<file path="src/verilog/core_macros.svh">
`ifndef CORE_MACROS_SVH
`define CORE_MACROS_SVH

// Data path and address width
`define CORE_XLEN 64

// General register count, x0 included
`define CORE_NREGS 32

// Address of the first fetch after reset
`define CORE_RESET_PC 64'h0

`endif

</file>
<file path="src/verilog/reg_file.sv">
`default_nettype none
`include "core_macros.svh"

module reg_file (
    input  logic                  clk,
    input  logic                  arst_n,
    input  logic [4:0]            rs1,
    input  logic [4:0]            rs2,
    input  logic [4:0]            rd,
    input  logic                  we,
    input  logic [`CORE_XLEN-1:0] wdata,
    output logic [`CORE_XLEN-1:0] rs1_data,
    output logic [`CORE_XLEN-1:0] rs2_data
);

    logic [`CORE_XLEN-1:0] regs [`CORE_NREGS];

    assign rs1_data = regs[rs1];
    assign rs2_data = regs[rs2];

    always_ff @(posedge clk or negedge arst_n) begin
        if (!arst_n) begin
            for (int i = 0; i < `CORE_NREGS; i++) begin
                regs[i] <= '0;
            end
        end else if (we && rd != 5'd0) begin // x0 keeps its reset value of zero
            regs[rd] <= wdata;
        end
    end

endmodule

`default_nettype wire
</file>
<file path="config.mk">
export PLATFORM = sky130hd
export DESIGN_NAME = reg_file
export DESIGN_NICKNAME = d
export VERILOG_FILES = /design/src/verilog/reg_file.sv
export VERILOG_INCLUDE_DIRS = /design/src /design/src/verilog
export SDC_FILE = /design/constraint.sdc
export NUM_CORES = 2
export LEC_CHECK = 0
export BUFFER_PORTS_ARGS = -buffer_cell sky130_fd_sc_hd__buf_2
export CAP_MARGIN = 30
export CORE_MARGIN = 4
export CORE_UTILIZATION = 35
export DETAILED_ROUTE_END_ITERATION = 8
export GPL_ROUTABILITY_DRIVEN = 0
export PLACE_DENSITY_LB_ADDON = 0.2
export REMOVE_ABC_BUFFERS = 1
export SLEW_MARGIN = 20
export SYNTH_ARGS = -nofsm -noshare
export SYNTH_HDL_FRONTEND = slang
export SYNTH_SLANG_ARGS = --single-unit
export TNS_END_PERCENT = 50
</file>
<file path="constraint.sdc">
create_clock -name clk -period 2.62 [get_ports clk]
set_clock_uncertainty 0.15 [all_clocks]
set_input_delay 0.131 -clock clk [delete_from_list [all_inputs] [get_ports clk]]
set_output_delay 0.131 -clock clk [all_outputs]
set_load 0.01 [all_outputs]
</file>
==> flow_metrics.py <==
metrics = {
    "global_route": {
        "grt_overflow": 0,
        "antenna_found_initial": 21,
        "grt_use_total_pct": 22.7,
        "grt_pass1_vias": 69500,
        "grt_max_degree": 141,
        "grt_pass1_wl_mm": 526,
    },
    "cts": {
        "max-clock-path-buffers": 4,
        "clock_latency_ns": 0.85,
        "h-tree-depth": 4,
        "numCtsBuffers": 238,
        "cts_tree": "done",
        "clk_pin_slew_worst_paths_ns": 0.06,
        "root_buffer": "clkbuf_16",
        "cts_sinks": 2048,
    },
    "worst_setup_path": {
        "critPathSlowestCell": "mux4_2",
        "cp_common_cell": "mux4_2",
        "cp.arrival_ns": 2.76,
        "critPathCaptureType": "primary output",
        "cp_max_fo": 3,
        "cp_top_family": "multiplexers",
        "rr_startpoint": "regs[282]",
        "path_cells": "mux4_2, mux4_2, mux2_4, buf_6",
        "critPathLaunchType": "flip-flop",
        "cpPeakStageDelay_ns": 0.50,
        "critical_path_class": "flip-flop to primary output",
        "crit_path_start": "regs[1692]",
        "critPathBufInv": 1,
        "crit_required_ns": 2.34,
    },
    "die": {
        "io_pins": 210,
        "die_area_um2": 317000,
        "num_rows": 203,
        "core_area_um2": 306000,
        "initial_core_util_pct": 35.2,
        "die_w_um": 563,
        "die_h_um": 563,
    },
    "sta": {
        "tightestPinTransition_ns": 0.948,
        "fmax_mhz": 329,
        "fin_crit_ns": 3.04,
        "hold_violations": 0,
        "report.final.slew_viol_count": 0,
        "setup_viol_count_final": 130,
        "period_share_pct": 116,
        "rsz0062_at_grt": "yes",
        "timing.final.ws_setup_ns": -0.420,
        "slew_headroom_pct": 36.7,
    },
    "yosys": {
        "ys_ff_latch": 2048,
        "synth_top_area_share_pct": 47.6,
        "syn_area_um2": 108000,
        "synth_cells": 6481,
        "synth_edf_count": 0,
        "ys.warnings.count": 0,
        "yosysTopAreaCell": "dfrtp_1",
        "yosys-top-cells-area": "dfrtp_1, mux4_2, mux2_2",
        "synth_flop_cell": "dfrtp_1",
        "synth_seq_area_share_pct": 47.6,
        "synthArstFlopShare_pct": 100,
        "syn-mean-instance-area_um2": 16.6,
        "yosysUniqueCellTypes": 32,
    },
    "run": {
        "maxCapViolCount": 0,
    },
    "detailed_routing": {
        "ant_nets": 0,
        "wl_per_cell_um": 32.6,
        "drcViolationCount": 0,
        "initialDrtViolationCount": 5061,
        "first_pass_iters": 5,
        "vias": 65100,
        "vias_per_cell": 5.87,
        "drt_wl_total_mm": 362,
    },
    "final_layout": {
        "largestRegisters": "regs: 2048 flops",
        "finalNetCount": 6883,
        "utilization_pct": 41.9,
        "synthToLayoutAreaGrowth_pct": 19.0,
        "largest_reg_flops": 2048,
        "final_cell_mix": "mux2_2, dfrtp_1, mux4_2",
        "drive_gt1_share_pct": 65.6,
        "final_common_cell": "mux2_2",
        "regMostFlops": "regs",
        "final_area_um2": 128000,
    },
    "power_and_ir_drop": {
        "vdd_drop_max_uv": 531,
        "p_leak_nw": 55.0,
        "power_w": 0.0975,
        "p_per_area_nw_per_um2": 760,
    },
    "placement": {
        "portBuffers": 209,
        "placed_area_um2": 117000,
        "pre_cts_ws_ns": -0.205,
        "dp_hpwl_mm": 221,
    },
    "run_status": {
        "violations": "setup timing",
        "status": "finished, violations left",
    },
    "hold_path": {
        "worst_hold_path_type": "flip-flop to flip-flop",
        "min_from": "regs[1990]",
    },
}
worst register-to-register path: cells and delay by family (launching register included):
kind     cells  cell delay (ns)
mux          1             0.25
buf+inv      2             0.26
flops        1             0.39
synthesized netlist by cell type, drive strengths merged (4+ instances only):
cell type,instances
nor2b,14
nor2,20
nand2b,4
nor3b,4
or2,4
a221o,8
nand2,18
clkbuf,529
dfrtp,2048
nand3b,4
a211oi,4
mux2,2149
buf,242
o22a,9
o21ai,11
a221oi,40
mux4,1160
o22ai,48
mux2i,151
cell families after synthesis:
logic type             Yosys count  share of synthesized area, %
flip-flops                    2048                          47.6
AND/OR/NAND/NOR                 76                         0.373
multiplexers                  3460                          48.1
AO/OA/AOI/OAI                  126                         0.868
buffers and inverters          771                          3.03
through the flow:
stage / cells / TNS, ns / hold slack (ns)
CTS: 11100 / -45.29 / 0.192
global route: 11100 / -46.76 / 0.255
finish: 11100 / -34.74 / 0.244
detailed placement: 10500 / -5.55 / -0.0846
floorplan: 5710 / -1021.15 / -0.315
global placement: 10500 / -4.65 / -0.0905
area by class of cell:
cell class	instances	area, um2
clock buffer	359	7060
multi-input combinational	3662	54600
fill	27400	178000
timing repair buffer	851	9400
antenna	6	15.0
clock inverter	62	762
tap	4100	5130
sequential	2048	51200
layer usage:
metal | share of wire, % | up-vias | track usage (%) | routed length (um)
met4 | 3.0 | 10 | 6.19 | 10800
met1 | 45 | 36600 | 32.4 | 162000
met2 | 48 | 1746 | 36.5 | 172000
met3 | 4.5 | 524 | 3.15 | 16400
met5 | 0.018 | - | 0 | 64
li1 | - | 26100 | - | -
power breakdown:
part | internal [W] | switching, W
sequential | 0.0377 | 0.00441
clock | 0.0200 | 0.0137
combinational | 0.0137 | 0.00804
path summary, 6_finish.rpt:
| kind | endpoint | slack [ns] | cells past startpoint |
|---|---|---|---|
| worst min register to register | regs[1990] | 0.24 | 0 |
| max in group asynchronous | regs[565] | 0.66 | 6 |
| min in group asynchronous | regs[1736] | 0.40 | 4 |
| worst min-delay path | regs[1990] | 0.24 | 0 |
| worst max-delay path | rs1_data[28] | -0.42 | 4 |
| worst max register to register | regs[282] | 1.46 | 3 |
timing repair:
item,in CTS,in global routing
gates resized for setup,269,56
setup buffers,51,17
hold endpoints to repair,4020,0
endpoints found under the setup margin,128,128
hold buffers,75,0
cloned,0,0
pin swaps,21,7
Note: power is estimated with default switching activity, not from simulation.
