[src/verilog/core_macros.svh]
`ifndef CORE_MACROS_SVH
`define CORE_MACROS_SVH

// Data path and address width
`define CORE_XLEN 64

// General register count, x0 included
`define CORE_NREGS 32

// Address of the first fetch after reset
`define CORE_RESET_PC 64'h0

`endif

[src/verilog/core_pkg.sv]
`default_nettype none

package core_pkg;

    typedef struct packed {
        logic [6:0] funct7;
        logic [4:0] rs2;
        logic [4:0] rs1;
        logic [2:0] funct3;
        logic [4:0] rd;
        logic [6:0] opcode;
    } r_fmt_t;

    typedef struct packed {
        logic [11:0] imm;
        logic [4:0]  rs1;
        logic [2:0]  funct3;
        logic [4:0]  rd;
        logic [6:0]  opcode;
    } i_fmt_t;

    typedef struct packed {
        logic [6:0] imm_hi;
        logic [4:0] rs2;
        logic [4:0] rs1;
        logic [2:0] funct3;
        logic [4:0] imm_lo;
        logic [6:0] opcode;
    } s_fmt_t;

    typedef struct packed {
        logic       imm12;
        logic [5:0] imm10_5;
        logic [4:0] rs2;
        logic [4:0] rs1;
        logic [2:0] funct3;
        logic [3:0] imm4_1;
        logic       imm11;
        logic [6:0] opcode;
    } b_fmt_t;

    typedef struct packed {
        logic [19:0] imm;
        logic [4:0]  rd;
        logic [6:0]  opcode;
    } u_fmt_t;

    typedef struct packed {
        logic       imm20;
        logic [9:0] imm10_1;
        logic       imm11;
        logic [7:0] imm19_12;
        logic [4:0] rd;
        logic [6:0] opcode;
    } j_fmt_t;

    // One instruction word, read in whichever format the opcode asks for
    typedef union packed {
        r_fmt_t r;
        i_fmt_t i;
        s_fmt_t s;
        b_fmt_t b;
        u_fmt_t u;
        j_fmt_t j;
    } instr_u;

    localparam logic [6:0] OP_LUI    = 7'b0110111;
    localparam logic [6:0] OP_AUIPC  = 7'b0010111;
    localparam logic [6:0] OP_JAL    = 7'b1101111;
    localparam logic [6:0] OP_JALR   = 7'b1100111;
    localparam logic [6:0] OP_BRANCH = 7'b1100011;
    localparam logic [6:0] OP_LOAD   = 7'b0000011;
    localparam logic [6:0] OP_STORE  = 7'b0100011;
    localparam logic [6:0] OP_IMM    = 7'b0010011;
    localparam logic [6:0] OP_REG    = 7'b0110011;

    typedef enum logic [3:0] {
        ALU_ADD, ALU_SUB, ALU_AND, ALU_OR, ALU_XOR, ALU_SLL, ALU_SRL, ALU_SLT, ALU_PASS_B
    } alu_op_e;

    typedef enum logic {ALUB_RS2, ALUB_IMM} alub_sel_e;

    typedef enum logic [1:0] {RD_ALU, RD_PC4, RD_LOAD} rd_sel_e;

    typedef enum logic [1:0] {PC_PLUS4, PC_BRANCH, PC_JALR} pc_sel_e;

endpackage

`default_nettype wire

[src/verilog/fetch_unit.sv]
`default_nettype none
`include "core_macros.svh"

module fetch_unit (
    input  logic                  clk,
    input  logic                  arst_n,
    input  logic                  fetch_start,
    input  logic [`CORE_XLEN-1:0] next_pc,
    input  logic                  pc_load,
    input  logic                  ibus_data_ok,
    input  logic [31:0]           ibus_data,
    output logic [`CORE_XLEN-1:0] pc,
    output core_pkg::instr_u      instr,
    output logic                  fetch_done,
    output logic                  ibus_valid,
    output logic [`CORE_XLEN-1:0] ibus_addr
);

    logic ibus_hit;

    assign ibus_hit  = ibus_valid && ibus_data_ok;
    assign ibus_addr = pc; // PC only moves at commit, so the address holds while waiting

    always_ff @(posedge clk or negedge arst_n) begin
        if (!arst_n) begin
            pc         <= `CORE_RESET_PC;
            ibus_valid <= 1'b0;
            fetch_done <= 1'b0;
        end else begin
            if (pc_load) begin
                pc <= next_pc;
            end
            fetch_done <= ibus_hit;
            if (fetch_start) begin
                ibus_valid <= 1'b1;
            end else if (ibus_hit) begin
                ibus_valid <= 1'b0;
            end
        end
    end

    always_ff @(posedge clk) begin
        if (ibus_hit) begin
            instr <= ibus_data;
        end
    end

endmodule

`default_nettype wire

[config.mk]
export PLATFORM = sky130hd
export DESIGN_NAME = fetch_unit
export DESIGN_NICKNAME = d
export VERILOG_FILES = /design/src/verilog/core_pkg.sv /design/src/verilog/fetch_unit.sv
export VERILOG_INCLUDE_DIRS = /design/src /design/src/verilog
export SDC_FILE = /design/constraint.sdc
export NUM_CORES = 1
export LEC_CHECK = 0
export ABC_AREA = 1
export BUFFER_PORTS_ARGS = -buffer_cell sky130_fd_sc_hd__buf_2
export CAP_MARGIN = 20
export CORE_UTILIZATION = 35
export DETAILED_ROUTE_END_ITERATION = 12
export GPL_ROUTABILITY_DRIVEN = 0
export GPL_TIMING_DRIVEN = 0
export PLACE_DENSITY = 0.72
export SETUP_SLACK_MARGIN = 0.4
export SLEW_MARGIN = 20
export SYNTH_ARGS = -nofsm -noshare
export SYNTH_HDL_FRONTEND = slang
export SYNTH_SLANG_ARGS = --single-unit
[constraint.sdc]
create_clock -name clk -period 1.7 [get_ports clk]
set_clock_uncertainty 0.2 [all_clocks]
set_input_delay 0.17 -clock clk [delete_from_list [all_inputs] [get_ports clk]]
set_output_delay 0.17 -clock clk [all_outputs]
set_load 0.005 [all_outputs]
==> results of run 1 <==
[metal layers]
layer / track usage (%) / vias up / part of all wire, %
met5: 0 / - / 0
met4: 9.75 / 0 / 3.1
met3: 6.81 / 36 / 8.5
met2: 42.7 / 211 / 53
met1: 22.8 / 1840 / 35
li1: - / 1879 / -
[final timing paths]
path,to,slack (ps),cells after the start
worst max-delay path,pc[63],320,2
max in group asynchronous,ibus_addr[31],670,3
worst min register to register,ibus_addr[25],320,2
min in group asynchronous,ibus_addr[4],100,2
worst min-delay path,ibus_addr[62],90,4
worst max register to register,instr[9],460,3
[power groups by stage]
stage	combinational [mW]	clock (mW)	sequential (mW)
6_report	1.50	1.96	2.79
5_1_grt	1.62	2.11	2.81
4_1_cts	1.44	2.01	2.78
3_5_place_dp	0.939	0	2.80
3_3_place_gp	0.914	0	2.80
2_1_floorplan	0.397	0	2.80
[cells in the final DEF (no fill, tap or decap)]
cell type,Yosys,final
buf_2,6,203
nand2_1,195,194
buf_6,0,128
dlygate4sd3_1,0,100
dfrtp_1,66,66
edfxtp_1,32,32
buf_4,65,21
clkbuf_16,0,9
clkbuf_8,6,6
clkinvlp_4,0,4
inv_1,3,2
clkinv_1,0,2
buf_12,0,2
nand2_4,0,1
inv_2,1,1
bufinv_16,0,1
clkbuf_1,0,1
clkinv_2,0,1
buf_16,0,1
[worst min-delay path, stage by stage]
cell and delay [ps]:
buf_2 110, buf_4 190, nand2_1 70, nand2_1 50
[cells by family after synthesis]
logic type,after synthesis,share of synthesized area (%)
AND/OR/NAND/NOR,195,18.5
flip-flops,98,66.0
buffers and inverters,81,15.5
[layout make-up]
class | instances | area, um2
fill | 713 | 3330
timing repair buffer | 384 | 2930
sequential | 98 | 2610
buffer | 77 | 841
multi-input combinational | 195 | 739
clock buffer | 10 | 229
tap | 140 | 175
clock inverter | 6 | 57.6
inverter | 4 | 18.8
timing repair inverter | 1 | 7.51
[repair_timing]
action                                  4_1_cts  5_1_grt
cloned                                        1        0
gates resized for setup                     129        1
buffers inserted                             12        9
hold buffers                                100        0
endpoints found under the setup margin       97      110
hold endpoints to repair                    163        0
[sequential cells by signal, summed over array words and instances (netlist names)]
register	count
fetch_done	1
ibus_addr	64
ibus_valid	1
instr	32
==> out/qor.csv, run 1 <==
metric,value,unit
crit_buf_inv,2,
cts_buffers,9,
hpwlAfterDp,7750,um
synth_top_cells_by_count,"nand2_1 (195), dfrtp_1 (66), buf_4 (65)",
layout_min_cycle_time,1380,ps
rsz0062_at_grt,yes,
p_leak,4.02,nW
ant_nets,0,
clkSinkCount,98,
yosys_register_bits,98,
hold_violations,0,
timing.final.ws_setup,322,ps
critPathRequiredTime,1330,ps
synthTopCellsByArea,"dfrtp_1 (42%), edfxtp_1 (24%), nand2_1 (18%)",
ys_warn_count,0,
end_kind,primary output,
routed_wirelength,13500,um
finalPower,6.25,mW
slowest_delay,430,ps
final.setup.tns,0,ps
drt_pass1_iterations,4,
post-place-ws,9.79,ps
cp_max_fo,3,
port_buffers,262,
holdWs,91.7,ps
synthCells,374,
yosysTopAreaCell,dfrtp_1,
p_switching,1.52,mW
cap_violations,0,
fin_nets,871,
period_share,81.0,%
vias_per_cell,4.33,
die_h,108,um
ys_seq_area_share,66.0,%
cp.arrival,1010,ps
netlist_area,3960,um2
status,"complete, no violations",
drc_errors,0,
crit_top_cell,buf_6,
gr-usage-all-layers,22.6,%
relSlewSlack,76.8,%
yosysMostFrequentCell,nand2_1,
cts_tree,yes,
cts.htree.levels,3,
postLayoutCoreUtil,69.6,%
antenna_cells,0,
worstReg2RegStart,ibus_valid,
peakVddDrop,0.000561,V
intPower,4.73,mW
critical_path.startpoint,ibus_addr[63],
critPathTopFamily,flip-flops,
p_per_area,822,nW/um2
postSynthAreaPerCell,10.6,um2
power_frac_clock,31.4,%
power_frac_comb,24.0,%
path_cells,"buf_6, buf_6",
clock-root-buffer,clkbuf_16,
routedWlPerCell,14.8,um
synthFlopType,dfrtp_1,
swShare,24.3,%
start_kind,register,
fp-row-count,38,
path_class,register to primary output,
stdcell_count,915,
drt-initial-drc-count,120,
overflow,0,
place_inst,777,
core,10900,um2
die-area,11700,um2
num_io_pins,263,
antenna_found_initial,0,
postPlaceCellArea,5480,um2
die_w,108,um
grt_start_max_net_pins,45,
grt_pass1_vias,4089,
drive_above_1_share,48.8,%
start_util,36.2,%
finalSetupViolations,0,
synth_edf_count,32,
insertion_delay,330,ps
slew_viol_final,0,
worstMarginPinSlew,347,ps
via_count,3966,
clk_path_buf_depth,2,
synth_cell_type_count,8,
clock.fmax,0.726,GHz
pwr-share-seq,44.6,%
area_growth,92.1,%
clkTransAtPathRegs,60,ps
grt_pass1_wl,20000,um
syn_nets,475,
slowest_stage,dfrtp_1,
synth_async_sr_flop_share,67.3,%
min_from,pc_load,
yosysTopAreaCellShare,41.7,%
design_area,7610,um2
min_path_type,primary input to register,
(Power assumes the default switching activity.)
==> run 2, diff against run 1 <==
--- a/config.mk
+++ b/config.mk
@@ -13,7 +13,7 @@
 export DETAILED_ROUTE_END_ITERATION = 12
 export GPL_ROUTABILITY_DRIVEN = 0
 export GPL_TIMING_DRIVEN = 0
-export PLACE_DENSITY = 0.72
+export PLACE_DENSITY = 0.69
 export SETUP_SLACK_MARGIN = 0.4
 export SLEW_MARGIN = 20
 export SYNTH_ARGS = -nofsm -noshare
==> constraint.sdc (replaced) <==
create_clock -name clk -period 1.4 [get_ports clk]
set_clock_uncertainty 0.2 [all_clocks]
set_input_delay 0.14 -clock clk [delete_from_list [all_inputs] [get_ports clk]]
set_output_delay 0.14 -clock clk [all_outputs]
set_load 0.005 [all_outputs]
==> out/qor.csv, run 2 (synthesized netlist as in run 1, its figures left out) <==
metric,value,unit
status,"finished, violations left",
violations,hold timing,
path_cells,"buf_6, buf_6",
p_switching,1.82,mW
clkSinkCount,98,
intPower,6.00,mW
critPathRequiredTime,1060,ps
cts_tree,yes,
finalSetupViolations,0,
start_kind,register,
routed_wirelength,13300,um
die_h,108,um
cts_buffers,9,
clk_path_buf_depth,2,
drc_errors,0,
min_path_type,primary input to asynchronous set/reset pin,
swShare,23.3,%
num_io_pins,263,
hpwlAfterDp,7910,um
power_frac_clock,33.4,%
worstMarginPinSlew,327,ps
vias_per_cell,4.32,
holdWs,-498,ps
clkTransAtPathRegs,70,ps
slowest_delay,430,ps
path_class,register to primary output,
layout.cells.most_common,buf_2,
final_cell_mix,"buf_2 (200), nand2_1 (194), buf_6 (133), dlygate4sd3_1 (98), dfrtp_1 (66)",
crit_top_cell,buf_6,
post-place-ws,-280,ps
clock-root-buffer,clkbuf_16,
design_area,7640,um2
fin_nets,871,
grt_pass1_wl,19700,um
start_util,36.2,%
period_share,95.9,%
clock.fmax,0.745,GHz
relSlewSlack,78.2,%
pwr-share-seq,43.2,%
drive_above_1_share,49.0,%
fillers,758,
rsz0062_at_grt,yes,
overflow,0,
grt_pass1_vias,4125,
drt_pass1_iterations,4,
hold_violations,70,
cp_max_fo,3,
antenna_cells,0,
grt_start_max_net_pins,45,
core,10900,um2
via_count,3955,
end_kind,primary output,
antenna_found_initial,0,
cts_hold_buf,98,
area_growth,93.0,%
p_leak,4.04,nW
insertion_delay,330,ps
die_w,108,um
slew_viol_final,0,
die-area,11700,um2
layout_min_cycle_time,1340,ps
finalPower,7.82,mW
p_per_area,1020,nW/um2
slowest_stage,dfrtp_1,
final.setup.tns,0,ps
area.sequential,2610,um2
cap_violations,0,
postPlaceCellArea,5480,um2
timing.final.ws_setup,58.0,ps
power_frac_comb,23.4,%
cp.arrival,1000,ps
cts.htree.levels,3,
routedWlPerCell,14.5,um
fp-row-count,38,
port_buffers,262,
gr-usage-all-layers,22.0,%
multiInputGateArea,734,um2
peakVddDrop,0.000681,V
ant_nets,0,
largest_reg_flops,64,
drt-initial-drc-count,162,
==> run 2: worst paths after layout <==
kind / startpoint / endpoint / slack, ps / depth (start not counted)
max: ibus_addr[11] / pc[11] / 60 / 2
min: arst_n / ibus_addr[14] / -500 / 1
max reg2reg: ibus_valid / instr[16] / 130 / 3
min reg2reg: ibus_addr[2] / ibus_addr[2] / 320 / 2
max in group asynchronous: arst_n / ibus_addr[61] / 940 / 2
min in group clk: pc_load / ibus_addr[63] / -40 / 4
==> run 2: per-stage QoR <==
stage,hold WS [ps],std cells,util [%]
4_1_cts,-499,901,68.8
2_1_floorplan,-356,374,-
6_report,-498,915,69.9
3_3_place_gp,117,776,49.9
3_5_place_dp,-140,777,50.1
5_1_grt,-489,915,69.9
==> run 2: power by group through the flow <==
stage | logic (mW) | clock network (mW) | registers [mW]
6_report | 1.83 | 2.61 | 3.38
5_1_grt | 1.96 | 2.77 | 3.41
4_1_cts | 1.73 | 2.66 | 3.38
3_5_place_dp | 1.14 | 0 | 3.40
3_3_place_gp | 1.11 | 0 | 3.39
2_1_floorplan | 0.482 | 0 | 3.40
==> run 2: critical path: cells and delay by family, from the launching register on <==
family / cells / cell delay (ps)
flops: 1 / 430
buf+inv: 2 / 240
==> run 2: layout make-up <==
class | count | area share, %
Timing Repair inverter | 1 | 0.0982
Timing Repair Buffer | 384 | 38.5
Multi-Input combinational cell | 195 | 9.61
Tap cell | 140 | 2.29
Inverter | 4 | 0.246
Clock buffer | 13 | 3.27
Buffer | 77 | 11.0
Sequential cell | 98 | 34.2
Clock inverter | 3 | 0.851
==> run 2: per-layer routing <==
layer	track usage, %	vias to the layer above	share of wire [%]
met5	0	-	0
met2	42.1	200	54
li1	-	1880	-
met4	9.85	0	3.1
met3	5.18	37	6.5
met1	22.5	1838	36
==> run 2: repair_timing <==
action	4_1_cts	5_1_grt
buffers inserted	9	14
endpoints found under the hold margin	163	69
cloned	1	0
pin swaps	0	0
gates resized for setup	132	3
endpoints found under the setup margin	195	196
