`src/verilog/core_macros.svh`:
```
`ifndef CORE_MACROS_SVH
`define CORE_MACROS_SVH

// Data path and address width
`define CORE_XLEN 64

// General register count, x0 included
`define CORE_NREGS 32

// Address of the first fetch after reset
`define CORE_RESET_PC 64'h0

`endif

```
`src/verilog/core_pkg.sv`:
```
`default_nettype none

package core_pkg;

    typedef struct packed {
        logic [6:0] funct7;
        logic [4:0] rs2;
        logic [4:0] rs1;
        logic [2:0] funct3;
        logic [4:0] rd;
        logic [6:0] opcode;
    } r_fmt_t;

    typedef struct packed {
        logic [11:0] imm;
        logic [4:0]  rs1;
        logic [2:0]  funct3;
        logic [4:0]  rd;
        logic [6:0]  opcode;
    } i_fmt_t;

    typedef struct packed {
        logic [6:0] imm_hi;
        logic [4:0] rs2;
        logic [4:0] rs1;
        logic [2:0] funct3;
        logic [4:0] imm_lo;
        logic [6:0] opcode;
    } s_fmt_t;

    typedef struct packed {
        logic       imm12;
        logic [5:0] imm10_5;
        logic [4:0] rs2;
        logic [4:0] rs1;
        logic [2:0] funct3;
        logic [3:0] imm4_1;
        logic       imm11;
        logic [6:0] opcode;
    } b_fmt_t;

    typedef struct packed {
        logic [19:0] imm;
        logic [4:0]  rd;
        logic [6:0]  opcode;
    } u_fmt_t;

    typedef struct packed {
        logic       imm20;
        logic [9:0] imm10_1;
        logic       imm11;
        logic [7:0] imm19_12;
        logic [4:0] rd;
        logic [6:0] opcode;
    } j_fmt_t;

    // One instruction word, read in whichever format the opcode asks for
    typedef union packed {
        r_fmt_t r;
        i_fmt_t i;
        s_fmt_t s;
        b_fmt_t b;
        u_fmt_t u;
        j_fmt_t j;
    } instr_u;

    localparam logic [6:0] OP_LUI    = 7'b0110111;
    localparam logic [6:0] OP_AUIPC  = 7'b0010111;
    localparam logic [6:0] OP_JAL    = 7'b1101111;
    localparam logic [6:0] OP_JALR   = 7'b1100111;
    localparam logic [6:0] OP_BRANCH = 7'b1100011;
    localparam logic [6:0] OP_LOAD   = 7'b0000011;
    localparam logic [6:0] OP_STORE  = 7'b0100011;
    localparam logic [6:0] OP_IMM    = 7'b0010011;
    localparam logic [6:0] OP_REG    = 7'b0110011;

    typedef enum logic [3:0] {
        ALU_ADD, ALU_SUB, ALU_AND, ALU_OR, ALU_XOR, ALU_SLL, ALU_SRL, ALU_SLT, ALU_PASS_B
    } alu_op_e;

    typedef enum logic {ALUB_RS2, ALUB_IMM} alub_sel_e;

    typedef enum logic [1:0] {RD_ALU, RD_PC4, RD_LOAD} rd_sel_e;

    typedef enum logic [1:0] {PC_PLUS4, PC_BRANCH, PC_JALR} pc_sel_e;

endpackage

`default_nettype wire

```
`src/verilog/decode_unit.sv`:
```
`default_nettype none
`include "core_macros.svh"

module decode_unit (
    input  core_pkg::instr_u      instr,
    output logic [4:0]            rs1,
    output logic [4:0]            rs2,
    output logic [4:0]            rd,
    output logic [`CORE_XLEN-1:0] imm,
    output core_pkg::alu_op_e     alu_op,
    output core_pkg::alub_sel_e   alub_sel,
    output logic                  alua_pc,
    output logic                  branch,
    output logic [2:0]            branch_funct,
    output core_pkg::pc_sel_e     pc_sel,
    output core_pkg::rd_sel_e     rd_sel,
    output logic                  reg_we,
    output logic                  mem_read,
    output logic                  mem_write
);

    import core_pkg::*;

    // Register fields sit in the same bits for every format
    assign rs1          = instr.r.rs1;
    assign rs2          = instr.r.rs2;
    assign rd           = instr.r.rd;
    assign branch_funct = instr.b.funct3;

    always_comb begin
        imm       = '0;
        alu_op    = ALU_ADD;
        alub_sel  = ALUB_RS2;
        alua_pc   = 1'b0;
        branch    = 1'b0;
        pc_sel    = PC_PLUS4;
        rd_sel    = RD_ALU;
        reg_we    = 1'b0;
        mem_read  = 1'b0;
        mem_write = 1'b0;
        case (instr.r.opcode)
            OP_LUI, OP_AUIPC: begin
                imm      = {{(`CORE_XLEN-32){instr.u.imm[19]}}, instr.u.imm, 12'b0};
                alub_sel = ALUB_IMM;
                alu_op   = (instr.u.opcode == OP_LUI) ? ALU_PASS_B : ALU_ADD;
                alua_pc  = (instr.u.opcode == OP_AUIPC);
                reg_we   = 1'b1;
            end
            OP_JAL: begin
                imm      = {{(`CORE_XLEN-21){instr.j.imm20}}, instr.j.imm20, instr.j.imm19_12,
                            instr.j.imm11, instr.j.imm10_1, 1'b0};
                alub_sel = ALUB_IMM;
                alua_pc  = 1'b1;
                pc_sel   = PC_BRANCH;
                rd_sel   = RD_PC4;
                reg_we   = 1'b1;
            end
            OP_JALR: begin
                imm      = {{(`CORE_XLEN-12){instr.i.imm[11]}}, instr.i.imm};
                alub_sel = ALUB_IMM;
                pc_sel   = PC_JALR;
                rd_sel   = RD_PC4;
                reg_we   = 1'b1;
            end
            OP_BRANCH: begin
                imm    = {{(`CORE_XLEN-13){instr.b.imm12}}, instr.b.imm12, instr.b.imm11,
                          instr.b.imm10_5, instr.b.imm4_1, 1'b0};
                branch = 1'b1;
                pc_sel = PC_BRANCH;
            end
            OP_LOAD: begin
                imm      = {{(`CORE_XLEN-12){instr.i.imm[11]}}, instr.i.imm};
                alub_sel = ALUB_IMM;
                rd_sel   = RD_LOAD;
                reg_we   = (instr.i.funct3 == 3'b011); // Only ld is supported
                mem_read = (instr.i.funct3 == 3'b011);
            end
            OP_STORE: begin
                imm       = {{(`CORE_XLEN-12){instr.s.imm_hi[6]}}, instr.s.imm_hi, instr.s.imm_lo};
                alub_sel  = ALUB_IMM;
                mem_write = (instr.s.funct3 == 3'b011);
            end
            OP_IMM: begin
                imm      = {{(`CORE_XLEN-12){instr.i.imm[11]}}, instr.i.imm};
                alub_sel = ALUB_IMM;
                reg_we   = 1'b1;
                case (instr.i.funct3)
                    3'b000:  alu_op = ALU_ADD;
                    3'b111:  alu_op = ALU_AND;
                    3'b110:  alu_op = ALU_OR;
                    3'b100:  alu_op = ALU_XOR;
                    3'b001:  alu_op = ALU_SLL;
                    3'b101: begin
                        alu_op = ALU_SRL;
                        reg_we = (instr.i.imm[11:6] == 6'b0); // srai is not supported
                    end
                    default: reg_we = 1'b0;
                endcase
            end
            OP_REG: begin
                reg_we = 1'b1;
                case ({instr.r.funct7, instr.r.funct3})
                    {7'b0000000, 3'b000}: alu_op = ALU_ADD;
                    {7'b0100000, 3'b000}: alu_op = ALU_SUB;
                    {7'b0000000, 3'b111}: alu_op = ALU_AND;
                    {7'b0000000, 3'b110}: alu_op = ALU_OR;
                    {7'b0000000, 3'b100}: alu_op = ALU_XOR;
                    {7'b0000000, 3'b001}: alu_op = ALU_SLL;
                    {7'b0000000, 3'b101}: alu_op = ALU_SRL;
                    {7'b0000000, 3'b010}: alu_op = ALU_SLT;
                    default:              reg_we = 1'b0;
                endcase
            end
            default: ;
        endcase
    end

endmodule

`default_nettype wire

```
`config.mk`:
```
export PLATFORM = sky130hd
export DESIGN_NAME = decode_unit
export DESIGN_NICKNAME = d
export VERILOG_FILES = /design/src/verilog/core_pkg.sv /design/src/verilog/decode_unit.sv
export VERILOG_INCLUDE_DIRS = /design/src /design/src/verilog
export SDC_FILE = /design/constraint.sdc
export NUM_CORES = 1
export LEC_CHECK = 0
export BUFFER_PORTS_ARGS = -buffer_cell sky130_fd_sc_hd__buf_2
export CORE_UTILIZATION = 34
export DETAILED_ROUTE_END_ITERATION = 8
export PLACE_DENSITY_LB_ADDON = 0.12
export SYNTH_ARGS = -nofsm -noshare
export SYNTH_HDL_FRONTEND = slang
export SYNTH_SLANG_ARGS = --single-unit
```
`constraint.sdc`:
```
create_clock -name vclk -period 2.7
set_input_delay 0 -clock vclk [all_inputs]
set_output_delay 0 -clock vclk [all_outputs]
set_load 0.02 [all_outputs]
```
==> impl_table.tex <==
\begin{tabular}{lr}
\hline
Metric & Value \\
\hline
\multicolumn{2}{l}{\textbf{Run status}} \\
\quad Outcome & finished, final reports clean \\
\multicolumn{2}{l}{\textbf{Hold path}} \\
\quad Destination of the worst hold path & rs1[0] \\
\quad Worst hold-check path type & primary input to output pin \\
\quad Hold Path Origin & instr[15] \\
\quad Hold Path Depth & 2 \\
\multicolumn{2}{l}{\textbf{Global routing}} \\
\quad Maximum number of pins on one net before global-route repair & 34 \\
\quad Number of antenna violations at the first check in global routing & 0 \\
\quad Vias in the first global route & $\sim$1100 \\
\quad Global routing usage summed across all routing layers & 0.157 \\
\quad Wire length of the first global-routing pass & 5200 microns \\
\quad Sum of overflow across all layers after global routing & 0 \\
\multicolumn{2}{l}{\textbf{Routing}} \\
\quad Final wirelength & about 3400 microns \\
\quad Detailed-route vias per instance & around 5 \\
\quad Detailed router's first-iteration violation count & 37 \\
\quad Pre-antenna DRT Iters & 4 \\
\quad Antenna-violating nets left & 0 \\
\quad DRC violations left & 0 \\
\quad Final routed wire length divided by cell count & between 10 and 15 microns \\
\quad Total vias in the final route & around 1400 \\
\multicolumn{2}{l}{\textbf{Floorplanning}} \\
\quad DIE AREA & 3870 sq um \\
\quad Core Area & 3390 sq um \\
\quad Initial Util & 0.363 \\
\quad Die Height & 62.2 microns \\
\quad Floorplan die width & $\sim$62 microns \\
\quad Cell Rows & 21 \\
\quad Boundary pin count & approximately 130 \\
\multicolumn{2}{l}{\textbf{Cells and area}} \\
\quad Share of post-route cells with drive strength above 1 & 0.641 \\
\quad Number of sequential cells in the layout & 0 \\
\quad Area growth from synthesis to layout & 23.3\% \\
\quad Antenna diode count & 0 \\
\quad Clk\_buf instances & 0 \\
\quad Sequential Area & 0 sq um \\
\quad Final core utilization & 0.448 \\
\quad Nets & 271 \\
\multicolumn{2}{l}{\textbf{Worst setup path}} \\
\quad Worst endpoint data arrival time & between 1.5 and 2 ns \\
\quad Crit-path max FO & 33 \\
\quad Kind of end point of the critical path & output pin \\
\quad Largest stage delay, worst path & $\sim$0.44 ns \\
\quad Slowest cell on the critical path & sky130\_fd\_sc\_hd\_\_or3\_4 \\
\quad Crit path kind & primary input to output pin \\
\quad Startpoint Class & primary input \\
\quad Number of buffers and inverters on the critical path & 3 \\
\quad Kind of cell adding the most delay to the critical path & buffers and inverters \\
\quad Cell Chain, Critical Path & buf\_2 > or3\_4 > o22ai\_4 > nor2\_1 > a21boi\_1 > buf\_4 > buf\_2 \\
\quad Cell repeated most along the worst path & sky130\_fd\_sc\_hd\_\_buf\_2 \\
\quad Data required time at the worst endpoint & roughly 2.7 ns \\
\multicolumn{2}{l}{\textbf{Yosys}} \\
\quad Post-synthesis cell type count & between 40 and 50 \\
\quad Synthesis warning total & 0 \\
\quad Synthesized instance count & between 150 and 200 \\
\quad Register area share after synthesis & 0 \\
\quad Post-synth net total & $\sim$200 \\
\quad Library cell with the largest summed area after synthesis & sky130\_fd\_sc\_hd\_\_buf\_4 \\
\quad Yosys top cell area share & 0.305 \\
\quad Top post-synthesis cells by area & sky130\_fd\_sc\_hd\_\_buf\_4, sky130\_fd\_sc\_hd\_\_a21o\_1, sky130\_fd\_sc\_hd\_\_a21o\_2 \\
\quad Mean cell area of the mapped netlist & 7.46 sq um \\
\quad Netlist area before placement & 1230 sq um \\
\multicolumn{2}{l}{\textbf{STA}} \\
\quad Slew at the pin closest to its max-slew limit & about 0.53 ns \\
\quad Period minus WS final & $\sim$1.6 ns \\
\quad Fin Setup TNS & 0 ns \\
\quad Max-Slew Margin vs Limit & 0.644 \\
\quad Max-slew violation count & 0 \\
\quad Hold Violations, Final & 0 \\
\quad Unrepaired setup endpoints after global routing & no \\
\quad Top achievable clock speed & around 600 MHz \\
\quad Number of endpoints failing setup at the final stage & 0 \\
\quad Final cycle utilization of the critical path & 0.603 \\
\multicolumn{2}{l}{\textbf{Run}} \\
\quad Maximum capacitance violations & 0 \\
\multicolumn{2}{l}{\textbf{Pwr}} \\
\quad Sequential share of power & 0 \\
\quad Static Leak & roughly 1.1 nW \\
\quad Net switching power & about 120 uW \\
\quad Internal power of the cells & around 65 uW \\
\quad Power Density & $\sim$120 nW/um\^{}2 \\
\quad Switch share & 0.645 \\
\quad Logic gate share of total power & 1.000 \\
\quad Max VDD drop & $\sim$0.044 mV \\
\quad Clock power frac & 0 \\
\multicolumn{2}{l}{\textbf{Place}} \\
\quad Final HPWL DP & about 2800 microns \\
\quad Number of buffers inserted by port buffering & approximately 130 \\
\quad Gpl congestion & between 0.8 and 0.9 \\
\multicolumn{2}{l}{\textbf{Clock network}} \\
\quad Number of resized instances in the post-cts repair step & 0 \\
\quad Post-CTS Hold Fix Bufs & 0 \\
\quad Post-CTS repair timing setup buffer count & 0 \\
\hline
\end{tabular}
## power by group through the flow
stage,clock network [mW],registers [mW],logic [mW]
final,0,0,0.182
after detailed placement,0,0,0.183
after CTS,0,0,0.183
after global routing,0,0,0.195
after global placement,0,0,0.184
after floorplan,0,0,0.140
## through the flow
stage          setup slack, ns  total power [mW]  instance area (sq um)  instances  hold slack, ns
5_1_grt                  0.909             0.196                   1520        283           0.241
6_report                  1.07             0.182                   1520        283           0.233
4_1_cts                   1.04             0.183                   1520        283           0.234
3_5_place_dp              1.04             0.183                   1520        283           0.233
2_1_floorplan            0.210             0.140                   1230        165           0.113
3_3_place_gp              1.09             0.184                   1520        283           0.233
## layout make-up
cell class / count / area, sq um
multi-input combinational: 105 / 801
tap: 46 / 57.6
inverter: 3 / 11.3
fill: 352 / 1870
timing repair buffer: 129 / 648
## routing by layer
metal | global-route usage | vias to the layer above | routed length [microns]
met5 | 0 | - | 0
met4 | 0 | 0 | 0
met3 | 0.00368 | 0 | 251
met2 | 0.309 | 79 | 1690
met1 | 0.199 | 606 | 1470
li1 | - | 695 | -
## cells in the final DEF (no fill, tap or decap), drive strengths merged
cell     count
o211ai       1
nand3b       2
nor2b        7
and3b        1
and4b        2
nor4         3
nand2b       3
a21oi        3
nand2        5
a22o         5
or2b         1
a211o        1
nand4b       2
and3         1
nor2        10
or3          4
nand3        5
inv          3
nand4        3
a211oi       1
o22ai        1
nor3         4
and2         3
o21a         2
a2111oi      2
o21ai        6
xor2         1
a21boi       1
and2b        1
nor4b        1
buf        129
o32ai        1
a21o        20
and4bb       2
## synth_stat cells, types with 2 or more instances
master and n:
sky130_fd_sc_hd__nand2b_1 3, sky130_fd_sc_hd__nand2_1 4, sky130_fd_sc_hd__nor4_1 2, sky130_fd_sc_hd__inv_1 3
sky130_fd_sc_hd__and2_1 2, sky130_fd_sc_hd__buf_4 50, sky130_fd_sc_hd__nand4_1 2, sky130_fd_sc_hd__a21oi_1 3
sky130_fd_sc_hd__a22o_1 5, sky130_fd_sc_hd__nor3_1 3, sky130_fd_sc_hd__nor2b_1 7, sky130_fd_sc_hd__buf_6 2
sky130_fd_sc_hd__nand3_1 5, sky130_fd_sc_hd__o21a_1 2, sky130_fd_sc_hd__buf_2 2, sky130_fd_sc_hd__a21o_1 11
sky130_fd_sc_hd__nor2_1 10, sky130_fd_sc_hd__a21o_2 9, sky130_fd_sc_hd__clkbuf_1 3, sky130_fd_sc_hd__o21ai_0 6
sky130_fd_sc_hd__or3_1 3
## how the worst max path moves through the flow
stage	depth (start not counted)	startpoint	endpoint	slack, ns
final	7	instr[6]	imm[60]	1.07
after global routing	7	instr[6]	imm[49]	0.91
after CTS	7	instr[6]	imm[62]	1.04
after detailed placement	7	instr[6]	imm[62]	1.04
after global placement	7	instr[6]	imm[49]	1.09
after floorplan	5	instr[6]	imm[32]	0.21
## kinds of logic (layout without fill, tap and decap cells)
family | count (synthesis) | count (layout) | synth area share
and+or+nand+nor | 60 | 60 | 0.345
buffers and inverters | 60 | 132 | 0.350
AOI/OAI and AO/OA | 44 | 44 | 0.299
xor gates and xnor gates | 1 | 1 | 0.00712
No activity file was read; power rests on OpenSTA's default activity.
