$ cat src/verilog/core_macros.svh
`ifndef CORE_MACROS_SVH
`define CORE_MACROS_SVH

// Data path and address width
`define CORE_XLEN 64

// General register count, x0 included
`define CORE_NREGS 32

// Address of the first fetch after reset
`define CORE_RESET_PC 64'h0

`endif

$ cat src/verilog/data_access.sv
`default_nettype none
`include "core_macros.svh"

module data_access (
    input  logic                  clk,
    input  logic                  arst_n,
    input  logic                  mem_start,
    input  logic                  write,
    input  logic [`CORE_XLEN-1:0] addr,
    input  logic [`CORE_XLEN-1:0] wdata,
    input  logic                  dbus_data_ok,
    input  logic [`CORE_XLEN-1:0] dbus_rdata,
    output logic [`CORE_XLEN-1:0] rdata,
    output logic                  mem_done,
    output logic                  dbus_valid,
    output logic [`CORE_XLEN-1:0] dbus_addr,
    output logic                  dbus_write,
    output logic [`CORE_XLEN-1:0] dbus_wdata
);

    logic dbus_hit;

    assign dbus_hit = dbus_valid && dbus_data_ok;

    always_ff @(posedge clk or negedge arst_n) begin
        if (!arst_n) begin
            dbus_valid <= 1'b0;
            dbus_write <= 1'b0;
            mem_done   <= 1'b0;
        end else begin
            mem_done <= dbus_hit;
            if (mem_start) begin
                dbus_valid <= 1'b1;
                dbus_write <= write;
            end else if (dbus_hit) begin
                dbus_valid <= 1'b0;
                dbus_write <= 1'b0;
            end
        end
    end

    // Request fields are captured once and held until data_ok
    always_ff @(posedge clk) begin
        if (mem_start) begin
            dbus_addr  <= addr;
            dbus_wdata <= wdata;
        end
        if (dbus_hit && !dbus_write) begin
            rdata <= dbus_rdata;
        end
    end

endmodule

`default_nettype wire

$ cat config.mk
export PLATFORM = sky130hd
export DESIGN_NAME = data_access
export DESIGN_NICKNAME = d
export VERILOG_FILES = /design/src/verilog/data_access.sv
export VERILOG_INCLUDE_DIRS = /design/src /design/src/verilog
export SDC_FILE = /design/constraint.sdc
export NUM_CORES = 1
export LEC_CHECK = 0
export BUFFER_PORTS_ARGS = -buffer_cell sky130_fd_sc_hd__buf_2
export CAP_MARGIN = 40
export CORE_AREA = 4 4 148 150
export CTS_CLUSTER_DIAMETER = 40
export DETAILED_ROUTE_END_ITERATION = 16
export DIE_AREA = 0 0 152 154
export GPL_TIMING_DRIVEN = 1
export HOLD_SLACK_MARGIN = 0.03
export MAX_ROUTING_LAYER = met4
export PLACE_DENSITY_LB_ADDON = 0.3
export SLEW_MARGIN = 20
export SYNTH_ARGS = -nofsm -noshare
export SYNTH_HDL_FRONTEND = slang
export SYNTH_SLANG_ARGS = --single-unit
export TNS_END_PERCENT = 100
$ cat constraint.sdc
create_clock -name clk -period 4.4 [get_ports clk]
set_input_delay 0.88 -clock clk [delete_from_list [all_inputs] [get_ports clk]]
set_output_delay 0.88 -clock clk [all_outputs]
set_load 0.05 [all_outputs]
==> qor.csv, run 1 <==
metric,value,unit
CP Launch Point,dbus_write,
register area,5841,µm²
total stage count of the critical path,1,
Mean Syn Cell Area,29.10,µm²
"Worst Path Class, Setup",register to output port,
min cycle time layout,2.025,ns
number of nets with antenna violations after routing,0,
DRT Pass-1 Iters,4,
crit path DAT,1.15,ns
Synth Register Bits,195,
area grow syn2layout,50.64,%
clk slew on worst S/H paths,0.08,ns
I/O pins,392,
Pwr Density,500.9,nW/µm²
Top Usage Layer GRT,met2,
Synth top cells by count,"edfxtp_1, dfrtp_1, inv_1",
Resized Gates After CTS,0,
CTS tree,yes,
# H-tree levels,4,
area of the multi-input gates,37.54,µm²
initial core utilization,0.2841,
Synth Flop Type,edfxtp_1,
gp weighted congestion,0.9661,
Cell Rows,53,
Residual DRC,0,
worst hold path class,primary input to asynchronous set/reset pin,
slowest CP cell,dfrtp_1,
CP endpoint,dbus_write,
"FFs w/ async S/R, synth",0.01538,
DR vias,3671,
maximum operating frequency,493.7,MHz
dominant cells by area after synthesis,"edfxtp_1, dfrtp_1, a22o_1",
vias per cell,4.052,
Post-CTS Setup Repair Bufs,0,
Root Buffer Master,clkbuf_16,
worst r2r dst,rdata[48],
"critical path, cell by cell",buf_2,
Max Slew Vio Count,0,
syn nets,399,
Hold Slack,0.2382,ns
GRT Total Usage,0.1451,
TritonCTS Buffers,17,
area share of the largest cell type after synthesis,0.9808,
count of cell types in the netlist,8,
# hold bufs at CTS,0,
post-route setup TNS,0,ns
maxcap violations,0,
vias in the first global route,4104,
"Clk Latency, worst-skew pair",0.42,ns
met3 Usage GRT,0.06276,
Die Ht,154,µm
clk buf depth,2,
"EDFF count, synth",192,
Max VDD drop,0.2337,mV
share of layout cells above drive strength 1,0.6794,
Crit. End Element,output port,
HPWL Detailed,13670,µm
crit-path leading delay family,flip-flops,
max incr delay on CP,0.41,ns
Buf/Inv on CP,1,
Final setup viols,0,
run status,"complete, no violations",
Hold Fails Final Rpt,0,
CTS Sinks,195,
area of the die,23410,µm²
Post-Syn Instances,202,
cell taking the most area after synthesis,edfxtp_1,
synth warn,0,
wire per inst,18.80,µm
met1 GRT Util,0.1568,
Syn Std Cell Area,5878,µm²
PortBufs,391,
CP Launch Type,register,
CP max FO,3,
die width,152,µm
WL final,17030,µm
core area,20690,µm²
FF-to-FF setup slack,2.76,ns
RR Startpoint,dbus_valid,
Worst Tran Pin Value,0.3837,ns
Layout Skew,0.007020,ns
power after layout,4.435,mW
Max-slew headroom,0.7436,
RSZ-0062 raised after global routing,no,
Tcrit/Tclk final,0.4603,
global-route wire length before repair,24540,µm
Leak,3.780,nW
"Req. time, crit path",3.52,ns
met2 GRT Util,0.2462,
Final #Nets,814,
R2R cell count,4,
sequential fraction of the synthesis area,0.9936,
initial antenna violation count,1,
largest net degree at the start of global routing,68,
Fillers,1926,
DRT iter0 DRCs,216,
total grt overflow,0,
most frequent cell after synthesis,edfxtp_1,
[cell families after synthesis]
family | share of synthesized area
flip-flops | 0.9936
AO/OA/AOI/OAI | 0.002768
buffers and inverters | 0.001278
AND/OR/NAND/NOR | 0.002341
[where the power goes]
group          internal, mW  total, mW  switching [mW]
Combinational         0.153      0.725           0.572
Clock                 0.758       1.49           0.734
Sequential             2.19       2.22          0.0323
[state kept, by name (all words and copies together), names as in the netlist]
signal	flops
dbus_addr	64
dbus_valid	1
dbus_wdata	64
dbus_write	1
mem_done	1
rdata	64
[worst min path at each step]
stage	depth (start not counted)	startpoint	to	slack, ns
after global placement	1	dbus_valid	dbus_valid	0.49
after CTS	1	arst_n	mem_done	0.21
after global routing	1	arst_n	mem_done	0.21
after detailed placement	1	dbus_valid	dbus_valid	0.51
final	1	arst_n	mem_done	0.24
after floorplan	0	arst_n	dbus_valid	0.58
[layer usage]
metal	vias up	share of wire
met3	12	0.10
li1	1654	-
met1	1754	0.37
met5	-	0
met2	251	0.52
met4	0	0.012
[area by class of cell]
type / count / area share
diodes: 1 / 0.0002826
clock buffers: 18 / 0.04847
clock inverters: 14 / 0.01583
inverters: 2 / 0.0008478
multi-input cells: 5 / 0.004239
flip-flops and latches: 195 / 0.6596
well taps: 275 / 0.03886
repair buffers: 396 / 0.2319
[metrics by stage]
step                      instance area [µm²]  cells  utilization  setup WS (ns)
after floorplan                          5878    202            -         0.2662
after global placement                   8208    870       0.3967          1.805
after detailed placement                 8283    873       0.4003          2.150
after CTS                                8852    905       0.4279          2.347
after global routing                     8855    906       0.4280          2.328
final                                    8855    906       0.4280          2.375
[cells in the final DEF, fill, tap and decap left out, types with 2 or more instances in the layout]
cell and n:
edfxtp_1 192, clkbuf_16 17, dfrtp_1 3, inv_8 6
inv_6 2, buf_2 390, clkinv_4 3, buf_4 2
inv_1 2, buf_16 2
No activity file was read; power rests on OpenSTA's default activity.
==> inputs of run 2 (changes only) <==
Settings changed: ABC_AREA from default to 1, CORE_AREA 4 4 148 150 to 4 4 152 154, DIE_AREA 0 0 152 154 to 0 0 156 158.
Clock period 4.4 ns to 1.7 ns, I/O delays scaled along.
==> run 2 against run 1 <==
  * Non-clock buffer count is 8 higher
  * Sequential power grew to 2.6 times the previous value
  * Synthesized cell count grew 0.99%
  * Clock skew is 0.0033 ns higher
  * Sequential share of layout area shrank 0.35 points
==> qor.csv, run 2 <==
metric,value,unit
run status,"complete, no violations",
Syn Std Cell Area,5889,µm²
WL final,17190,µm
total grt overflow,0,
# H-tree levels,4,
crit path DAT,1.10,ns
Final setup viols,0,
RSZ-0062 raised after global routing,no,
Final #Nets,824,
most frequent cell after synthesis,edfxtp_1,
"commonest non-fill, non-tap cell in the layout",buf_2,
Synth Flop Type,edfxtp_1,
DRT Pass-1 Iters,5,
Max Slew Vio Count,0,
Worst Tran Pin Value,0.4330,ns
CTS tree,yes,
Synth Register Bits,195,
total stage count of the critical path,1,
worst r2r dst,rdata[33],
# hold bufs at CTS,1,
area share of the largest cell type after synthesis,0.9790,
NetSw,3.389,mW
gp weighted congestion,0.8581,
core area,21690,µm²
clk slew on worst S/H paths,0.08,ns
Cell Rows,54,
Max VDD drop,0.5684,mV
Hold Fails Final Rpt,0,
max incr delay on CP,0.40,ns
"EDFF count, synth",192,
"commonest non-fill, non-tap cells in the layout","buf_2, edfxtp_1, clkbuf_16, buf_4, clkinv_4",
Crit. End Element,output port,
fin area,8906,µm²
initial core utilization,0.2715,
initial antenna violation count,1,
Synth top cells by count,"edfxtp_1, dfrtp_1, inv_1",
uppermost layer routed,met4,
CP Launch Point,dbus_write,
sequential fraction of the synthesis area,0.9917,
CTS Sinks,195,
vias in the first global route,4026,
dominant cells by area after synthesis,"edfxtp_1, dfrtp_1, nand2_2",
met3 routed WL,2355,µm
Max-slew headroom,0.7107,
met1 WL,6030,µm
crit-path leading delay family,flip-flops,
maxcap violations,0,
slowest CP cell,dfrtp_2,
Mean Syn Cell Area,28.87,µm²
vias per cell,3.966,
placed cell areas,8343,µm²
FF-to-FF setup slack,0.32,ns
"FFs w/ async S/R, synth",0.01538,
Buf/Inv on CP,1,
DRT iter0 DRCs,157,
syn nets,401,
GRT Total Usage,0.1349,
Resized Gates After CTS,0,
Leak,3.811,nW
share of total power in sequential cells,0.505,
RR Startpoint,dbus_valid,
I/O pins,392,
cell taking the most area after synthesis,edfxtp_1,
number of nets with antenna violations after routing,0,
TritonCTS Buffers,17,
Comb power frac,0.166,
P_int,7.991,mW
Post-CTS Setup Repair Bufs,0,
Root Buffer Master,clkbuf_16,
clk buf depth,2,
min cycle time layout,1.441,ns
count of cell types in the netlist,8,
Die Ht,158,µm
"Req. time, crit path",1.36,ns
worst hold path class,primary input to register,
CP max FO,3,
PortBufs,391,
maximum operating frequency,693.9,MHz
Residual DRC,0,
Layout Skew,0.01036,ns
DR vias,3653,
CP endpoint,dbus_write,
synth warn,0,
HPWL Detailed,13740,µm
wire per inst,18.66,µm
area grow syn2layout,51.22,%
Tcrit/Tclk final,0.8478,
Finished Core Util,0.4106,
biggest regs,"dbus_addr (64), dbus_wdata (64), rdata (64)",
switching part of the total,0.2978,
"Clk Latency, worst-skew pair",0.42,ns
CP Launch Type,register,
share of layout cells above drive strength 1,0.6854,
Clk pwr share,0.329,
global-route wire length before repair,23680,µm
die width,156,µm
Pwr Density,1278,nW/µm²
area of the die,24650,µm²
"critical path, cell by cell",buf_2,
"Worst Path Class, Setup",register to output port,
R2R cell count,3,
Post-Syn Instances,204,
met2 routed WL,8742,µm
largest net degree at the start of global routing,37,
[run 2: logic make-up after synthesis]
family                 synth area share
flip-flops                       0.9917
AND/OR/NAND/NOR                0.005523
buffers and inverters          0.001912
AO/OA/AOI/OAI                 0.0008490
[run 2: final cells by class]
type / count / area [µm²]
sequential: 195 / 5843
fill: 2022 / 12780
inverter: 3 / 11.26
tap: 280 / 350.3
clock inverter: 13 / 118.9
antenna: 2 / 5.005
clock buffer: 18 / 429.2
timing repair buffer: 404 / 2101
multi-input combinational: 6 / 47.55
[run 2: worst min path at each step]
stage | start | endpoint | slack (ns) | depth (start not counted)
finish | addr[5] | dbus_addr[5] | 0.08 | 1
global route | wdata[3] | dbus_wdata[3] | 0.05 | 1
CTS | addr[4] | dbus_addr[4] | 0.06 | 1
detailed placement | arst_n | mem_done | 0.14 | 1
global placement | arst_n | mem_done | 0.14 | 1
floorplan | arst_n | dbus_valid | 0.04 | 0
[run 2: stage by stage]
stage	hold WS, ns	setup WS (ns)	cells	setup TNS, ns	total power [mW]
after CTS	0.05684	0.2264	919	0	11.55
after global placement	0.1353	0.2432	887	0	7.754
after floorplan	0.04441	-0.3214	204	-20.57	7.074
final	0.08382	0.2588	921	0	11.38
after global routing	0.04649	0.2048	920	0	11.84
after detailed placement	0.1390	0.2367	887	0	7.771
[run 2: per-layer routing]
metal	GRT usage	vias up
met5	-	-
met4	0.02751	0
met3	0.07272	4
met2	0.2256	240
met1	0.1426	1741
li1	-	1668
[run 2: power groups by stage]
stage / clock, mW / sequential (mW) / combinational, mW
finish: 3.74 / 5.75 / 1.89
global route: 4.09 / 5.78 / 1.97
CTS: 3.88 / 5.76 / 1.92
detailed placement: 0 / 5.86 / 1.91
global placement: 0 / 5.85 / 1.90
floorplan: 0 / 7.03 / 0.0400
==> inputs of run 3 (changes only) <==
Settings changed: CORE_AREA 4 4 152 154 to 4 4 149 151, DIE_AREA 0 0 156 158 to 0 0 153 155.
Clock period 1.7 ns to 1.39 ns, I/O delays scaled along.
==> run 3 against run 2 <==
  * The run now fails in clock tree synthesis (4_1_cts)
  * Synthesized cell count is the same
  * Area after synthesis is the same
==> qor.csv, run 3 <==
metric,value,unit
dominant cells by area after synthesis,"edfxtp_1, dfrtp_1, nand2_2",
Post-Syn Instances,204,
initial core utilization,0.2828,
Syn Std Cell Area,5889,µm²
Synth top cells by count,"edfxtp_1, dfrtp_1, inv_1",
main combinational cell family by area after synthesis,simple AND/OR/NAND/NOR gates,
"EDFF count, synth",192,
Cell Rows,53,
failing step,clock tree synthesis (4_1_cts),
sequential fraction of the synthesis area,0.9917,
Resized Gates After CTS,3,
Mean Syn Cell Area,28.87,µm²
# hold bufs at CTS,183,
most frequent cell after synthesis,edfxtp_1,
HPWL Detailed,13250,µm
cell taking the most area after synthesis,edfxtp_1,
count of cell types in the netlist,8,
Die Ht,155,µm
Post-CTS Setup Repair Bufs,0,
run status,stopped before the end,
gp weighted congestion,0.8861,
mux cell area share after synthesis,0,
I/O pins,392,
TritonCTS Buffers,17,
die width,153,µm
PortBufs,391,
placed cell areas,8307,µm²
"FFs w/ async S/R, synth",0.01538,
syn nets,401,
Synth Area in Adders,0,
Synth Register Bits,195,
synth warn,0,
CTS Sinks,195,
tool error,[ERROR RSZ-0060] Max buffer count reached.,
# H-tree levels,4,
Synth Area in Compound Gates,0.0008498,
Synth Flop Type,edfxtp_1,
area share of the largest cell type after synthesis,0.9790,
clk buf depth,2,
Root Buffer Master,clkbuf_16,
Simple-Gate Fraction of Synth Area,0.005524,
post-synthesis xor/xnor area fraction,0,
## run 3: kinds of logic after synthesis
| group | Yosys count |
|---|---|
| flops | 195 |
| simple gates | 5 |
| compound gates | 1 |
| buf+inv | 3 |
## run 3: metrics by stage
| stage | cells | utilization | worst slack, ns |
|---|---|---|---|
| after detailed placement | 878 | 0.3989 | 0.1568 |
| after global placement | 878 | 0.3989 | 0.1709 |
| after floorplan | 204 | - | -0.6314 |
==> inputs of run 4 (changes only) <==
Settings changed: CORE_AREA 4 4 149 151 to 4 4 150 152, CTS_CLUSTER_DIAMETER 40 to default, DIE_AREA 0 0 153 155 to 0 0 154 156, HOLD_SLACK_MARGIN 0.03 to default, MAX_ROUTING_LAYER met4 to default, PLACE_DENSITY_LB_ADDON 0.3 to 0.15.
==> run 4 against run 3 <==
  * The flow now finishes without violations
==> qor.csv, run 4 (synthesized netlist as in run 2, its figures left out) <==
metric,value,unit
run status,"complete, no violations",
Final setup viols,0,
"Worst Path Class, Setup",register to output port,
Leak,3.849,nW
DR vias,3706,
gp weighted congestion,0.8314,
"commonest non-fill, non-tap cell in the layout",buf_2,
Post-CTS Setup Repair Bufs,0,
RSZ-0062 raised after global routing,no,
vias in the first global route,4075,
worst r2r dst,rdata[6],
GRT Total Usage,0.1368,
crit path DAT,1.06,ns
PortBufs,391,
Max-slew headroom,0.7982,
global-route wire length before repair,24320,µm
min cycle time layout,1.337,ns
Final #Nets,834,
I/O pins,392,
area of the die,24020,µm²
WL final,17270,µm
max incr delay on CP,0.41,ns
Finished Core Util,0.4293,
Buf/Inv on CP,1,
initial core utilization,0.2802,
Max Slew Vio Count,0,
FF-to-FF setup slack,0.13,ns
CP endpoint,dbus_addr[20],
maxcap violations,0,
CP Launch Type,register,
slowest CP cell,edfxtp_1,
Pwr Density,1546,nW/µm²
"critical path, cell by cell",buf_2,
RR Startpoint,dbus_valid,
CTS tree,yes,
initial antenna violation count,6,
core area,21020,µm²
Crit. End Element,output port,
"Clk Latency, worst-skew pair",0.42,ns
total grt overflow,0,
worst hold path class,primary input to register,
"Req. time, crit path",1.11,ns
DRT Pass-1 Iters,4,
total stage count of the critical path,1,
"commonest non-fill, non-tap cells in the layout","buf_2, edfxtp_1, clkbuf_16, dlygate4sd3_1, buf_4",
HPWL Detailed,13800,µm
clk buf depth,2,
biggest regs,"dbus_addr (64), dbus_wdata (64), rdata (64)",
Worst Slack Setup Final,0.05345,ns
Cell Rows,53,
CP max FO,1,
Max VDD drop,0.9698,mV
DRT iter0 DRCs,125,
Residual DRC,0,
maximum operating frequency,748.2,MHz
clk slew on worst S/H paths,0.08,ns
largest net degree at the start of global routing,59,
R2R cell count,3,
Worst Tran Pin Value,0.3027,ns
Hold Fails Final Rpt,0,
CP Launch Point,dbus_addr[20],
Root Buffer Master,clkbuf_16,
TritonCTS Buffers,17,
Die Ht,156,µm
dpl ws,0.1211,ns
# H-tree levels,4,
vias per cell,4.002,
crit-path leading delay family,flip-flops,
Tcrit/Tclk final,0.9615,
die width,154,µm
wire per inst,18.65,µm
CTS Sinks,195,
area grow syn2layout,53.24,%
number of nets with antenna violations after routing,0,
Layout Skew,0.008160,ns
share of layout cells above drive strength 1,0.6677,
==> run 4: worst min path at each step <==
stage	startpoint	endpoint	slack (ns)	cells past startpoint
6_report	addr[2]	dbus_addr[2]	0.03	1
5_1_grt	wdata[59]	dbus_wdata[59]	-0.001	1
4_1_cts	wdata[61]	dbus_wdata[61]	0.003	1
3_5_place_dp	arst_n	mem_done	0.08	1
3_3_place_gp	arst_n	mem_done	0.08	1
2_1_floorplan	arst_n	dbus_valid	-0.02	0
==> run 4: cell type report <==
cell class | instances | area [µm²]
fillers | 1922 | 12000
flip-flops and latches | 195 | 5843
repair buffers | 414 | 2227
clock inverters | 14 | 120.1
diodes | 1 | 2.502
multi-input cells | 6 | 47.55
inverters | 3 | 11.26
well taps | 275 | 344.1
clock buffers | 18 | 429.2
==> run 4: power by group <==
part / internal [mW] / total [mW] / leakage (nW) / switching [mW]
Clock: 2.36 / 4.59 / 0.264 / 2.23
Sequential: 6.92 / 7.02 / 1.88 / 0.102
Combinational: 0.520 / 2.34 / 1.70 / 1.82
==> run 4: repair_timing <==
item                                   CTS  global route
hold buffers                             1            14
endpoints found under the hold margin    3            14
setup endpoints to repair                2             1
resized for setup                        2             1
==> run 4: metrics by stage <==
| step | power, mW | cells | TNS [ns] | hold slack (ns) | instance area [µm²] |
|---|---|---|---|---|---|
| floorplan | 8.651 | 204 | -40.41 | -0.01759 | 5902 |
| global placement | 9.476 | 878 | 0 | 0.07562 | 8315 |
| detailed placement | 9.494 | 878 | 0 | 0.07789 | 8315 |
| CTS | 14.13 | 911 | 0 | 0.003414 | 8880 |
| global route | 14.55 | 926 | 0 | -0.0009878 | 9025 |
| finish | 13.95 | 926 | 0 | 0.03031 | 9025 |
==> run 4: routing by layer <==
| metal | vias up | GRT usage | part of all wire |
|---|---|---|---|
| li1 | 1690 | - | - |
| met1 | 1744 | 0.1373 | 0.33 |
| met2 | 239 | 0.2438 | 0.53 |
| met3 | 23 | 0.07961 | 0.13 |
| met4 | 10 | 0.03490 | 0.012 |
| met5 | - | 0 | 0.0036 |
